[config.mk]
export PLATFORM = sky130hd
export DESIGN_NAME = mips_cpu_bus
export DESIGN_NICKNAME = d
export VERILOG_FILES = /design/src/common/mips_isa_pkg.sv /design/src/common/cpu_ctrl_pkg.sv /design/src/mips_cpu_bus.sv /design/src/pc_unit.sv /design/src/control/cpu_control.sv /design/src/control/instr_decode.sv /design/src/datapath/reg_file.sv /design/src/datapath/alu.sv
export SDC_FILE = /design/constraint.sdc
export NUM_CORES = 2
export LEC_CHECK = 0
export BUFFER_PORTS_ARGS = -buffer_cell sky130_fd_sc_hd__buf_2
export CAP_MARGIN = 20
export CELL_PAD_IN_SITES_DETAIL_PLACEMENT = 1
export CELL_PAD_IN_SITES_GLOBAL_PLACEMENT = 2
export CORE_MARGIN = 5
export CORE_UTILIZATION = 30
export CTS_CLUSTER_DIAMETER = 50
export CTS_CLUSTER_SIZE = 40
export DETAILED_ROUTE_END_ITERATION = 16
export PLACE_DENSITY_LB_ADDON = 0.1
export SLEW_MARGIN = 25
export SYNTH_ARGS = -nofsm -noshare
export SYNTH_HDL_FRONTEND = slang
export SYNTH_HIERARCHICAL = 1
export SYNTH_SLANG_ARGS = --single-unit
[constraint.sdc]
create_clock -name clk -period 8.9 [get_ports clk]
set_input_delay 0.89 -clock clk [delete_from_list [all_inputs] [get_ports clk]]
set_output_delay 0.89 -clock clk [all_outputs]
set_load 0.02 [all_outputs]
[src/common/mips_isa_pkg.sv]
// MIPS I instruction set types: opcodes, function codes, field layouts, register numbers
package mips_isa_pkg;

    typedef logic [31:0] word_t;
    typedef logic [4:0]  reg_idx_t;

    // Register numbers with a fixed role
    localparam reg_idx_t REG_ZERO = 5'd0;
    localparam reg_idx_t REG_V0   = 5'd2;
    localparam reg_idx_t REG_RA   = 5'd31;

    // Primary opcodes of the supported subset
    typedef enum logic [5:0] {
        OP_R     = 6'd0,
        OP_J     = 6'd2,
        OP_JAL   = 6'd3,
        OP_BEQ   = 6'd4,
        OP_BNE   = 6'd5,
        OP_ADDIU = 6'd9,
        OP_SLTI  = 6'd10,
        OP_SLTIU = 6'd11,
        OP_ANDI  = 6'd12,
        OP_ORI   = 6'd13,
        OP_XORI  = 6'd14,
        OP_LUI   = 6'd15,
        OP_LW    = 6'd35,
        OP_SW    = 6'd43
    } opcode_t;

    // SPECIAL group function codes
    typedef enum logic [5:0] {
        F_SLL  = 6'd0,
        F_SRL  = 6'd2,
        F_SRA  = 6'd3,
        F_JR   = 6'd8,
        F_ADDU = 6'd33,
        F_SUBU = 6'd35,
        F_AND  = 6'd36,
        F_OR   = 6'd37,
        F_XOR  = 6'd38,
        F_SLT  = 6'd42,
        F_SLTU = 6'd43
    } funct_t;

    typedef struct packed {
        opcode_t  opcode;
        reg_idx_t rs;
        reg_idx_t rt;
        reg_idx_t rd;
        logic [4:0] shamt;
        funct_t   funct;
    } r_fields_t;

    typedef struct packed {
        opcode_t  opcode;
        reg_idx_t rs;
        reg_idx_t rt;
        logic [15:0] imm;
    } i_fields_t;

    typedef struct packed {
        opcode_t     opcode;
        logic [25:0] target;
    } j_fields_t;

    // One fetched word seen through each of the three encodings
    typedef union packed {
        r_fields_t r;
        i_fields_t i;
        j_fields_t j;
    } instr_t;

endpackage
[src/common/cpu_ctrl_pkg.sv]
// Core control types: FSM states, ALU operations, decoded control word, bus request, reset vector
package cpu_ctrl_pkg;

    // Multicycle sequence, one instruction in flight
    typedef enum logic [1:0] {
        FETCH = 2'd0,
        EXEC  = 2'd1,
        MEM   = 2'd2,
        HALT  = 2'd3
    } cpu_state_t;

    typedef enum logic [3:0] {
        ALU_ADD  = 4'd0,
        ALU_SUB  = 4'd1,
        ALU_AND  = 4'd2,
        ALU_OR   = 4'd3,
        ALU_XOR  = 4'd4,
        ALU_SLT  = 4'd5,
        ALU_SLTU = 4'd6,
        ALU_SLL  = 4'd7,
        ALU_SRL  = 4'd8,
        ALU_SRA  = 4'd9,
        ALU_LUI  = 4'd10
    } alu_op_t;

    // Decoded control for the instruction in the IR
    typedef struct packed {
        alu_op_t alu_op;
        // B operand is the extended immediate
        logic    use_imm;
        logic    imm_zero_ext;
        logic    reg_write;
        // Destination rd, else rt
        logic    dest_is_rd;
        // Write PC+4 into ra
        logic    link;
        logic    mem_read;
        logic    mem_write;
        logic    branch_eq;
        logic    branch_ne;
        logic    jump;
        logic    jump_reg;
        logic    illegal;
    } ctrl_t;

    // Avalon master request, held unchanged while waitrequest is high
    typedef struct packed {
        mips_isa_pkg::word_t address;
        logic                read;
        logic                write;
        mips_isa_pkg::word_t writedata;
    } bus_req_t;

    localparam mips_isa_pkg::word_t DEFAULT_RESET_VECTOR = 32'hBFC0_0000;

endpackage

[src/mips_cpu_bus.sv]
// CPU top level: control, decode, register file, ALU and PC tied to the Avalon master port
`timescale 1ns/1ps

module mips_cpu_bus #(
    parameter mips_isa_pkg::word_t reset_vector = cpu_ctrl_pkg::DEFAULT_RESET_VECTOR
) (
    input  logic                clk,
    input  logic                reset,
    output logic                active,
    output mips_isa_pkg::word_t register_v0,

    // Avalon-MM master
    output mips_isa_pkg::word_t address,
    output logic                write,
    output logic                read,
    input  logic                waitrequest,
    output mips_isa_pkg::word_t writedata,
    output logic [3:0]          byteenable,
    input  mips_isa_pkg::word_t readdata
);
    import mips_isa_pkg::*;
    import cpu_ctrl_pkg::*;

    instr_t   instr;
    ctrl_t    ctrl;
    bus_req_t bus;
    word_t    pc;
    logic     pc_advance;
    word_t    rs_data;
    word_t    rt_data;
    word_t    imm_ext;
    word_t    alu_b;
    word_t    alu_result;
    logic     alu_zero;
    logic     rf_we;
    reg_idx_t rf_waddr;
    word_t    rf_wdata;

    // Immediate extension and ALU B operand select
    assign imm_ext = ctrl.imm_zero_ext ? {16'h0000, instr.i.imm}
                                       : {{16{instr.i.imm[15]}}, instr.i.imm};
    assign alu_b   = ctrl.use_imm ? imm_ext : rt_data;

    // Request struct out to the bus pins, word accesses only
    assign address    = bus.address;
    assign read       = bus.read;
    assign write      = bus.write;
    assign writedata  = bus.writedata;
    assign byteenable = 4'b1111;

    cpu_control i_control (
        .clk, .reset, .waitrequest, .readdata, .pc, .ctrl, .alu_result,
        .rs_data, .rt_data, .instr, .bus, .rf_we, .rf_waddr, .rf_wdata,
        .pc_advance, .active
    );

    instr_decode i_decode (.instr, .ctrl);

    reg_file i_reg_file (
        .clk, .reset,
        .raddr_a(instr.i.rs), .raddr_b(instr.i.rt),
        .rdata_a(rs_data), .rdata_b(rt_data),
        .we(rf_we), .waddr(rf_waddr), .wdata(rf_wdata),
        .v0(register_v0)
    );

    alu i_alu (
        .op(ctrl.alu_op), .a(rs_data), .b(alu_b), .shamt(instr.r.shamt),
        .result(alu_result), .zero(alu_zero)
    );

    pc_unit #(.reset_vector(reset_vector)) i_pc_unit (
        .clk, .reset, .advance(pc_advance), .ctrl,
        .imm(instr.i.imm), .target(instr.j.target),
        .rs_data, .alu_zero, .pc
    );

endmodule

[src/pc_unit.sv]
// Program counter with sequential, branch, jump and jump-register next address
`timescale 1ns/1ps

module pc_unit #(
    parameter mips_isa_pkg::word_t reset_vector = cpu_ctrl_pkg::DEFAULT_RESET_VECTOR
) (
    input  logic                clk,
    input  logic                reset,
    input  logic                advance,
    input  cpu_ctrl_pkg::ctrl_t ctrl,
    input  logic [15:0]         imm,
    input  logic [25:0]         target,
    input  mips_isa_pkg::word_t rs_data,
    input  logic                alu_zero,
    output mips_isa_pkg::word_t pc
);
    import mips_isa_pkg::*;

    word_t pc_plus4;
    word_t branch_target;
    word_t jump_target;
    word_t pc_next;
    logic  branch_taken;

    assign pc_plus4 = pc + 32'd4;

    // Word offset relative to the following instruction, no delay slot
    assign branch_target = pc_plus4 + {{14{imm[15]}}, imm, 2'b00};
    assign jump_target   = {pc_plus4[31:28], target, 2'b00};

    // ALU subtracts rs and rt for branches, so zero means equal
    assign branch_taken = (ctrl.branch_eq & alu_zero) | (ctrl.branch_ne & ~alu_zero);

    always_comb begin
        if (ctrl.jump_reg) begin
            pc_next = rs_data;
        end else if (ctrl.jump) begin
            pc_next = jump_target;
        end else if (branch_taken) begin
            pc_next = branch_target;
        end else begin
            pc_next = pc_plus4;
        end
    end

    always_ff @(posedge clk) begin
        if (reset) begin
            pc <= reset_vector;
        end else if (advance) begin
            pc <= pc_next;
        end
    end

endmodule

[src/control/cpu_control.sv]
// Fetch / execute / memory FSM with instruction register, write-back select and bus request
`timescale 1ns/1ps

module cpu_control (
    input  logic                   clk,
    input  logic                   reset,
    input  logic                   waitrequest,
    input  mips_isa_pkg::word_t    readdata,
    input  mips_isa_pkg::word_t    pc,
    input  cpu_ctrl_pkg::ctrl_t    ctrl,
    input  mips_isa_pkg::word_t    alu_result,
    input  mips_isa_pkg::word_t    rs_data,
    input  mips_isa_pkg::word_t    rt_data,
    output mips_isa_pkg::instr_t   instr,
    output cpu_ctrl_pkg::bus_req_t bus,
    output logic                   rf_we,
    output mips_isa_pkg::reg_idx_t rf_waddr,
    output mips_isa_pkg::word_t    rf_wdata,
    output logic                   pc_advance,
    output logic                   active
);
    import mips_isa_pkg::*;
    import cpu_ctrl_pkg::*;

    cpu_state_t state;
    cpu_state_t state_next;
    logic       is_mem;
    logic       halt_req;

    assign is_mem   = ctrl.mem_read | ctrl.mem_write;
    // JR to address zero ends the program
    assign halt_req = ctrl.jump_reg && (rs_data == '0);
    assign active   = (state != HALT);

    always_ff @(posedge clk) begin
        if (reset) begin
            state <= FETCH;
        end else begin
            state <= state_next;
        end
    end

    // Instruction register, loaded on the accepting edge of the fetch
    always_ff @(posedge clk) begin
        if (state == FETCH && !waitrequest) begin
            instr <= instr_t'(readdata);
        end
    end

    always_comb begin
        state_next = state;
        bus        = '0;
        rf_we      = 1'b0;
        pc_advance = 1'b0;
        case (state)
            FETCH: begin
                bus.address = pc;
                bus.read    = 1'b1;
                if (!waitrequest) begin
                    state_next = EXEC;
                end
            end
            EXEC: begin
                // Memory ops finish in MEM, everything else retires here
                if (is_mem) begin
                    state_next = MEM;
                end else begin
                    rf_we      = ctrl.reg_write;
                    pc_advance = 1'b1;
                    state_next = halt_req ? HALT : FETCH;
                end
            end
            MEM: begin
                // Effective address from the ALU stays fixed through stalls
                bus.address   = alu_result;
                bus.read      = ctrl.mem_read;
                bus.write     = ctrl.mem_write;
                bus.writedata = rt_data;
                if (!waitrequest) begin
                    rf_we      = ctrl.mem_read;
                    pc_advance = 1'b1;
                    state_next = FETCH;
                end
            end
            HALT: begin
                // Bus idle until the next reset
                state_next = HALT;
            end
        endcase
    end

    // Write-back destination
    always_comb begin
        if (ctrl.link) begin
            rf_waddr = REG_RA;
        end else if (ctrl.dest_is_rd) begin
            rf_waddr = instr.r.rd;
        end else begin
            rf_waddr = instr.i.rt;
        end
    end

    // Write-back value: return address, load data or ALU result
    always_comb begin
        if (ctrl.link) begin
            rf_wdata = pc + 32'd4;
        end else if (ctrl.mem_read) begin
            rf_wdata = readdata;
        end else begin
            rf_wdata = alu_result;
        end
    end

endmodule

[src/control/instr_decode.sv]
// Instruction decoder from the fetched word to the control struct
`timescale 1ns/1ps

module instr_decode (
    input  mips_isa_pkg::instr_t instr,
    output cpu_ctrl_pkg::ctrl_t  ctrl
);
    import mips_isa_pkg::*;
    import cpu_ctrl_pkg::*;

    always_comb begin
        // Everything off unless the opcode says otherwise
        ctrl        = '0;
        ctrl.alu_op = ALU_ADD;
        case (instr.i.opcode)
            OP_R: begin
                ctrl.reg_write  = 1'b1;
                ctrl.dest_is_rd = 1'b1;
                case (instr.r.funct)
                    F_ADDU: ctrl.alu_op = ALU_ADD;
                    F_SUBU: ctrl.alu_op = ALU_SUB;
                    F_AND:  ctrl.alu_op = ALU_AND;
                    F_OR:   ctrl.alu_op = ALU_OR;
                    F_XOR:  ctrl.alu_op = ALU_XOR;
                    F_SLT:  ctrl.alu_op = ALU_SLT;
                    F_SLTU: ctrl.alu_op = ALU_SLTU;
                    F_SLL:  ctrl.alu_op = ALU_SLL;
                    F_SRL:  ctrl.alu_op = ALU_SRL;
                    F_SRA:  ctrl.alu_op = ALU_SRA;
                    F_JR: begin
                        ctrl.reg_write  = 1'b0;
                        ctrl.dest_is_rd = 1'b0;
                        ctrl.jump_reg   = 1'b1;
                    end
                    default: begin
                        // Unsupported function, treated as a no-op
                        ctrl.reg_write  = 1'b0;
                        ctrl.dest_is_rd = 1'b0;
                        ctrl.illegal    = 1'b1;
                    end
                endcase
            end
            OP_J: ctrl.jump = 1'b1;
            OP_JAL: begin
                ctrl.jump      = 1'b1;
                ctrl.link      = 1'b1;
                ctrl.reg_write = 1'b1;
            end
            // Compare by subtraction, pc_unit reads the zero flag
            OP_BEQ: begin
                ctrl.alu_op    = ALU_SUB;
                ctrl.branch_eq = 1'b1;
            end
            OP_BNE: begin
                ctrl.alu_op    = ALU_SUB;
                ctrl.branch_ne = 1'b1;
            end
            OP_ADDIU, OP_SLTI, OP_SLTIU, OP_LUI: begin
                ctrl.use_imm   = 1'b1;
                ctrl.reg_write = 1'b1;
                ctrl.alu_op    = (instr.i.opcode == OP_SLTI)  ? ALU_SLT  :
                                 (instr.i.opcode == OP_SLTIU) ? ALU_SLTU :
                                 (instr.i.opcode == OP_LUI)   ? ALU_LUI  : ALU_ADD;
            end
            // Logical immediates are zero extended
            OP_ANDI, OP_ORI, OP_XORI: begin
                ctrl.use_imm      = 1'b1;
                ctrl.imm_zero_ext = 1'b1;
                ctrl.reg_write    = 1'b1;
                ctrl.alu_op       = (instr.i.opcode == OP_ANDI) ? ALU_AND :
                                    (instr.i.opcode == OP_ORI)  ? ALU_OR  : ALU_XOR;
            end
            // Effective address rs + sign-extended offset
            OP_LW: begin
                ctrl.use_imm   = 1'b1;
                ctrl.mem_read  = 1'b1;
                ctrl.reg_write = 1'b1;
            end
            OP_SW: begin
                ctrl.use_imm   = 1'b1;
                ctrl.mem_write = 1'b1;
            end
            default: ctrl.illegal = 1'b1;
        endcase
    end

endmodule

[src/datapath/reg_file.sv]
// General register file, 32 x 32 bits, two read ports, one write port, v0 tap
`timescale 1ns/1ps

module reg_file (
    input  logic                   clk,
    input  logic                   reset,
    input  mips_isa_pkg::reg_idx_t raddr_a,
    input  mips_isa_pkg::reg_idx_t raddr_b,
    output mips_isa_pkg::word_t    rdata_a,
    output mips_isa_pkg::word_t    rdata_b,
    input  logic                   we,
    input  mips_isa_pkg::reg_idx_t waddr,
    input  mips_isa_pkg::word_t    wdata,
    output mips_isa_pkg::word_t    v0
);
    import mips_isa_pkg::*;

    word_t regs [32];

    // Register 0 is cleared by reset and never written, so it reads zero
    always_ff @(posedge clk) begin
        if (reset) begin
            for (int i = 0; i < 32; i++) begin
                regs[i] <= '0;
            end
        end else if (we && waddr != REG_ZERO) begin
            regs[waddr] <= wdata;
        end
    end

    // Asynchronous reads
    assign rdata_a = regs[raddr_a];
    assign rdata_b = regs[raddr_b];
    assign v0      = regs[REG_V0];

endmodule

[src/datapath/alu.sv]
// ALU: add, subtract, logic, signed and unsigned compare, fixed shifts, upper immediate
`timescale 1ns/1ps

module alu (
    input  cpu_ctrl_pkg::alu_op_t op,
    input  mips_isa_pkg::word_t   a,
    input  mips_isa_pkg::word_t   b,
    input  logic [4:0]            shamt,
    output mips_isa_pkg::word_t   result,
    output logic                  zero
);
    import cpu_ctrl_pkg::*;

    always_comb begin
        case (op)
            // Wrapping arithmetic, no overflow trap
            ALU_ADD:  result = a + b;
            ALU_SUB:  result = a - b;
            ALU_AND:  result = a & b;
            ALU_OR:   result = a | b;
            ALU_XOR:  result = a ^ b;
            ALU_SLT:  result = {31'd0, $signed(a) < $signed(b)};
            ALU_SLTU: result = {31'd0, a < b};
            // Shifts act on the rt operand
            ALU_SLL:  result = b << shamt;
            ALU_SRL:  result = b >> shamt;
            ALU_SRA:  result = $unsigned($signed(b) >>> shamt);
            // Immediate into the upper half, low half cleared
            ALU_LUI:  result = {b[15:0], 16'h0000};
            default:  result = '0;
        endcase
    end

    // Equality test for BEQ and BNE
    assign zero = (result == '0);

endmodule

==> results by group <==
Run status
  • Status: finished, final reports clean

Power
  • Clock share of power: 32.8%
  • Sequential group share of total power: 29.2%
  • NetSw: 8.29 mW
  • PwrDens: 233 mW/mm²
  • Leakage: 35.3 nW
  • Peak VDD IR: 0.200 mV
  • Comb power frac: 38.0%
  • Internal cell power: 12.1 mW
  • Sw Share: 40.6%

Route
  • Post-detailed-routing wire length: 385000 µm
  • Initial DRT Pass Iterations: 5
  • Initial DRC count: 5683
  • Vias per std cell: 5.81
  • Met2 routed WL: 180000 µm
  • Antenna Nets Post-Route: 0
  • DRC errors left: 0
  • Met1 wire length: 168000 µm
  • Via Count: 63.2k
  • Routed wire per std cell: 35.4 µm
  • Met3 Wirelength: 20500 µm
  • Max Used Layer: met5

Floorplan
  • Core Rows: 183
  • Die Area: 0.260 mm²
  • Die Ht: 510 µm
  • Starting Density: 30.2%
  • Io pins: 138
  • Core box area: 0.249 mm²
  • Die W: 510 µm

GRT
  • Number of global-route vias before repair: 64.5k
  • Congestion Overflow GR: 0
  • Total Routing Usage GR: 28.8%
  • Initial antenna violation count: 55
  • Global-route wire length before repair: 527000 µm
  • Largest net degree at the start of global routing: 93

Placed design
  • Gpl congestion: 0.932
  • I/O Buffers: 133
  • Final HPWL DP: 268000 µm
  • Placed instance area: 0.0819 mm²

Min path
  • Hold Crit Class: in -> reg
  • WHS Endpoint: i_control/instr[24]
  • Hold Path Stages: 1
  • Hold_sp: readdata[24]

Clock network
  • CTS Hold Bufs: 0
  • Worst-path clk slew: 0.06 ns
  • Clock Root Buffer: clkbuf_16
  • Clock latency on the worst-skew pair: 0.84 ns
  • H-tree levels: 4
  • Clock sink total: 1090
  • Total CTS buffers: 157
  • CTS tree: built
  • Deepest clock path buffer count: 3

Setup path
  • Critical Path Most Common Cell: buf_4
  • Crit Path Max Fanout: 33
  • Data required time of the worst path: 9.62 ns
  • Worst Setup End Kind: flip-flop
  • CP startpoint kind: flip-flop
  • CP delay by family, top: compound AO/OA/AOI/OAI gates
  • Worst endpoint data arrival time: 9.50 ns
  • Slowest stage delay, CP: 0.68 ns
  • R2R depth: 32
  • RR Endpoint: i_pc_unit/pc[3]
  • Reg2reg start: i_control/instr[17]
  • Flop2flop setup slack: 0.12 ns
  • Worst path bufs/invs: 9
  • CP max-delay cell: or4_1
  • CP Class: reg -> reg

Timing
  • Final hold vios: 0
  • Max frequency: 114 MHz
  • Final Cycle Share: 98.7%
  • Post-route minimum period: 8.78 ns
  • RSZ-0062 raised after global routing: no
  • Final Setup Violations: 0
  • Max_slew headroom: 21.2%
  • Worst Tran Pin Value: 1.17 ns
  • Clock skew: 0.0508 ns
  • Max-slew violations: 0
  • TNS Setup: 0 ns

Logic synthesis
  • Synth Warn #: 6
  • Mapped Area: 0.0750 mm²
  • Syn Inst Count: 7186
  • Synth Area per Inst: 10.4 µm²

Final layout
  • Final nets: 7593
  • Post-route cell area: 0.0877 mm²
  • Share of cells above drive strength 1: 17.0%
  • Layout overhead on the synthesized area: 16.9%

Run
  • Max Cap Viol: 0
==> sequential cells by signal, summed over array words and instances, names as in the netlist <==
register / count
i_pc_unit/pc: 32
i_control/instr: 32
i_control/state: 2
i_reg_file/regs: 1024
==> area by class of cell <==
class | instances | area [µm²]
Antenna cell | 14 | 35.0
Clock buffer | 175 | 4130
Clock inverter | 119 | 1410
Fill cell | 27400 | 161000
Inverter | 152 | 571
Multi-Input combinational cell | 5315 | 39300
Sequential cell | 1090 | 32400
Tap cell | 3330 | 4170
Timing Repair Buffer | 699 | 5680
==> cells in the final DEF (no fill, tap or decap), types with 44 or more instances in the layout <==
| master | count |
|---|---|
| a31oi_1 | 90 |
| o21ai_0 | 147 |
| nor2b_1 | 55 |
| ha_1 | 139 |
| inv_1 | 149 |
| a21oi_1 | 359 |
| nand3_1 | 263 |
| clkbuf_16 | 163 |
| buf_2 | 132 |
| xnor2_1 | 44 |
| mux4_2 | 45 |
| a22oi_1 | 211 |
| a211oi_1 | 55 |
| nand2_1 | 410 |
| nor3_1 | 118 |
| edfxtp_1 | 1056 |
| buf_12 | 60 |
| nor2_1 | 177 |
| and2_1 | 1039 |
| mux2_2 | 50 |
| mux2i_1 | 1104 |
| a22o_1 | 164 |
| o211ai_1 | 48 |
| buf_4 | 506 |
==> power by group through the flow <==
stage,clock network [mW],registers [mW],logic [mW]
floorplan,0,6.01,3.67
global placement,0,6.06,7.60
detailed placement,0,6.08,7.62
CTS,6.84,5.97,7.64
global route,7.04,5.99,8.05
finish,6.70,5.97,7.76
==> worst max path at each step <==
stage	start	to	slack [ns]	cells after the start
CTS	i_control/instr[17]	i_pc_unit/pc[3]	0.04	31
global placement	i_control/instr[17]	i_pc_unit/pc[6]	0.06	31
finish	i_control/instr[17]	i_pc_unit/pc[3]	0.12	32
global route	i_control/instr[17]	i_pc_unit/pc[3]	0.02	34
floorplan	i_control/instr[18]	i_pc_unit/pc[31]	2.48	31
detailed placement	i_control/instr[17]	i_pc_unit/pc[21]	0.08	29
==> timing repair <==
item | CTS | global route
setup endpoints to repair | 1 | 20
pin swaps | 0 | 3
resized for setup | 1 | 9
setup buffers | 0 | 16
==> worst reg2reg max path, delay by kind of cell, from the launching register on <==
family,cells,cell delay [ns]
AOI/OAI and AO/OA,11,2.63
and+or+nand+nor,8,2.50
DFF,1,0.38
muxes,4,1.14
buffers and inverters,9,2.01
==> metrics by stage <==
| stage | cells | power (mW) | worst slack (ns) | utilization (%) | hold slack [ns] |
|---|---|---|---|---|---|
| after floorplan | 7220 | 9.68 | 2.48 | - | 0.476 |
| after global placement | 10600 | 13.7 | 0.0581 | 32.9 | 0.581 |
| after detailed placement | 10600 | 13.7 | 0.0829 | 32.9 | 0.584 |
| after CTS | 10900 | 20.4 | 0.0441 | 35.2 | 0.204 |
| after global routing | 10900 | 21.1 | 0.0219 | 35.3 | 0.242 |
| final | 10900 | 20.4 | 0.119 | 35.3 | 0.266 |
==> per-layer routing <==
layer  up-vias  track usage, %
met1     33300            38.4
li1      27100               -
met3       581            3.50
met4        10            11.2
met5         -               0
met2      2205            47.6
Note: power is estimated with default switching activity, not from simulation.
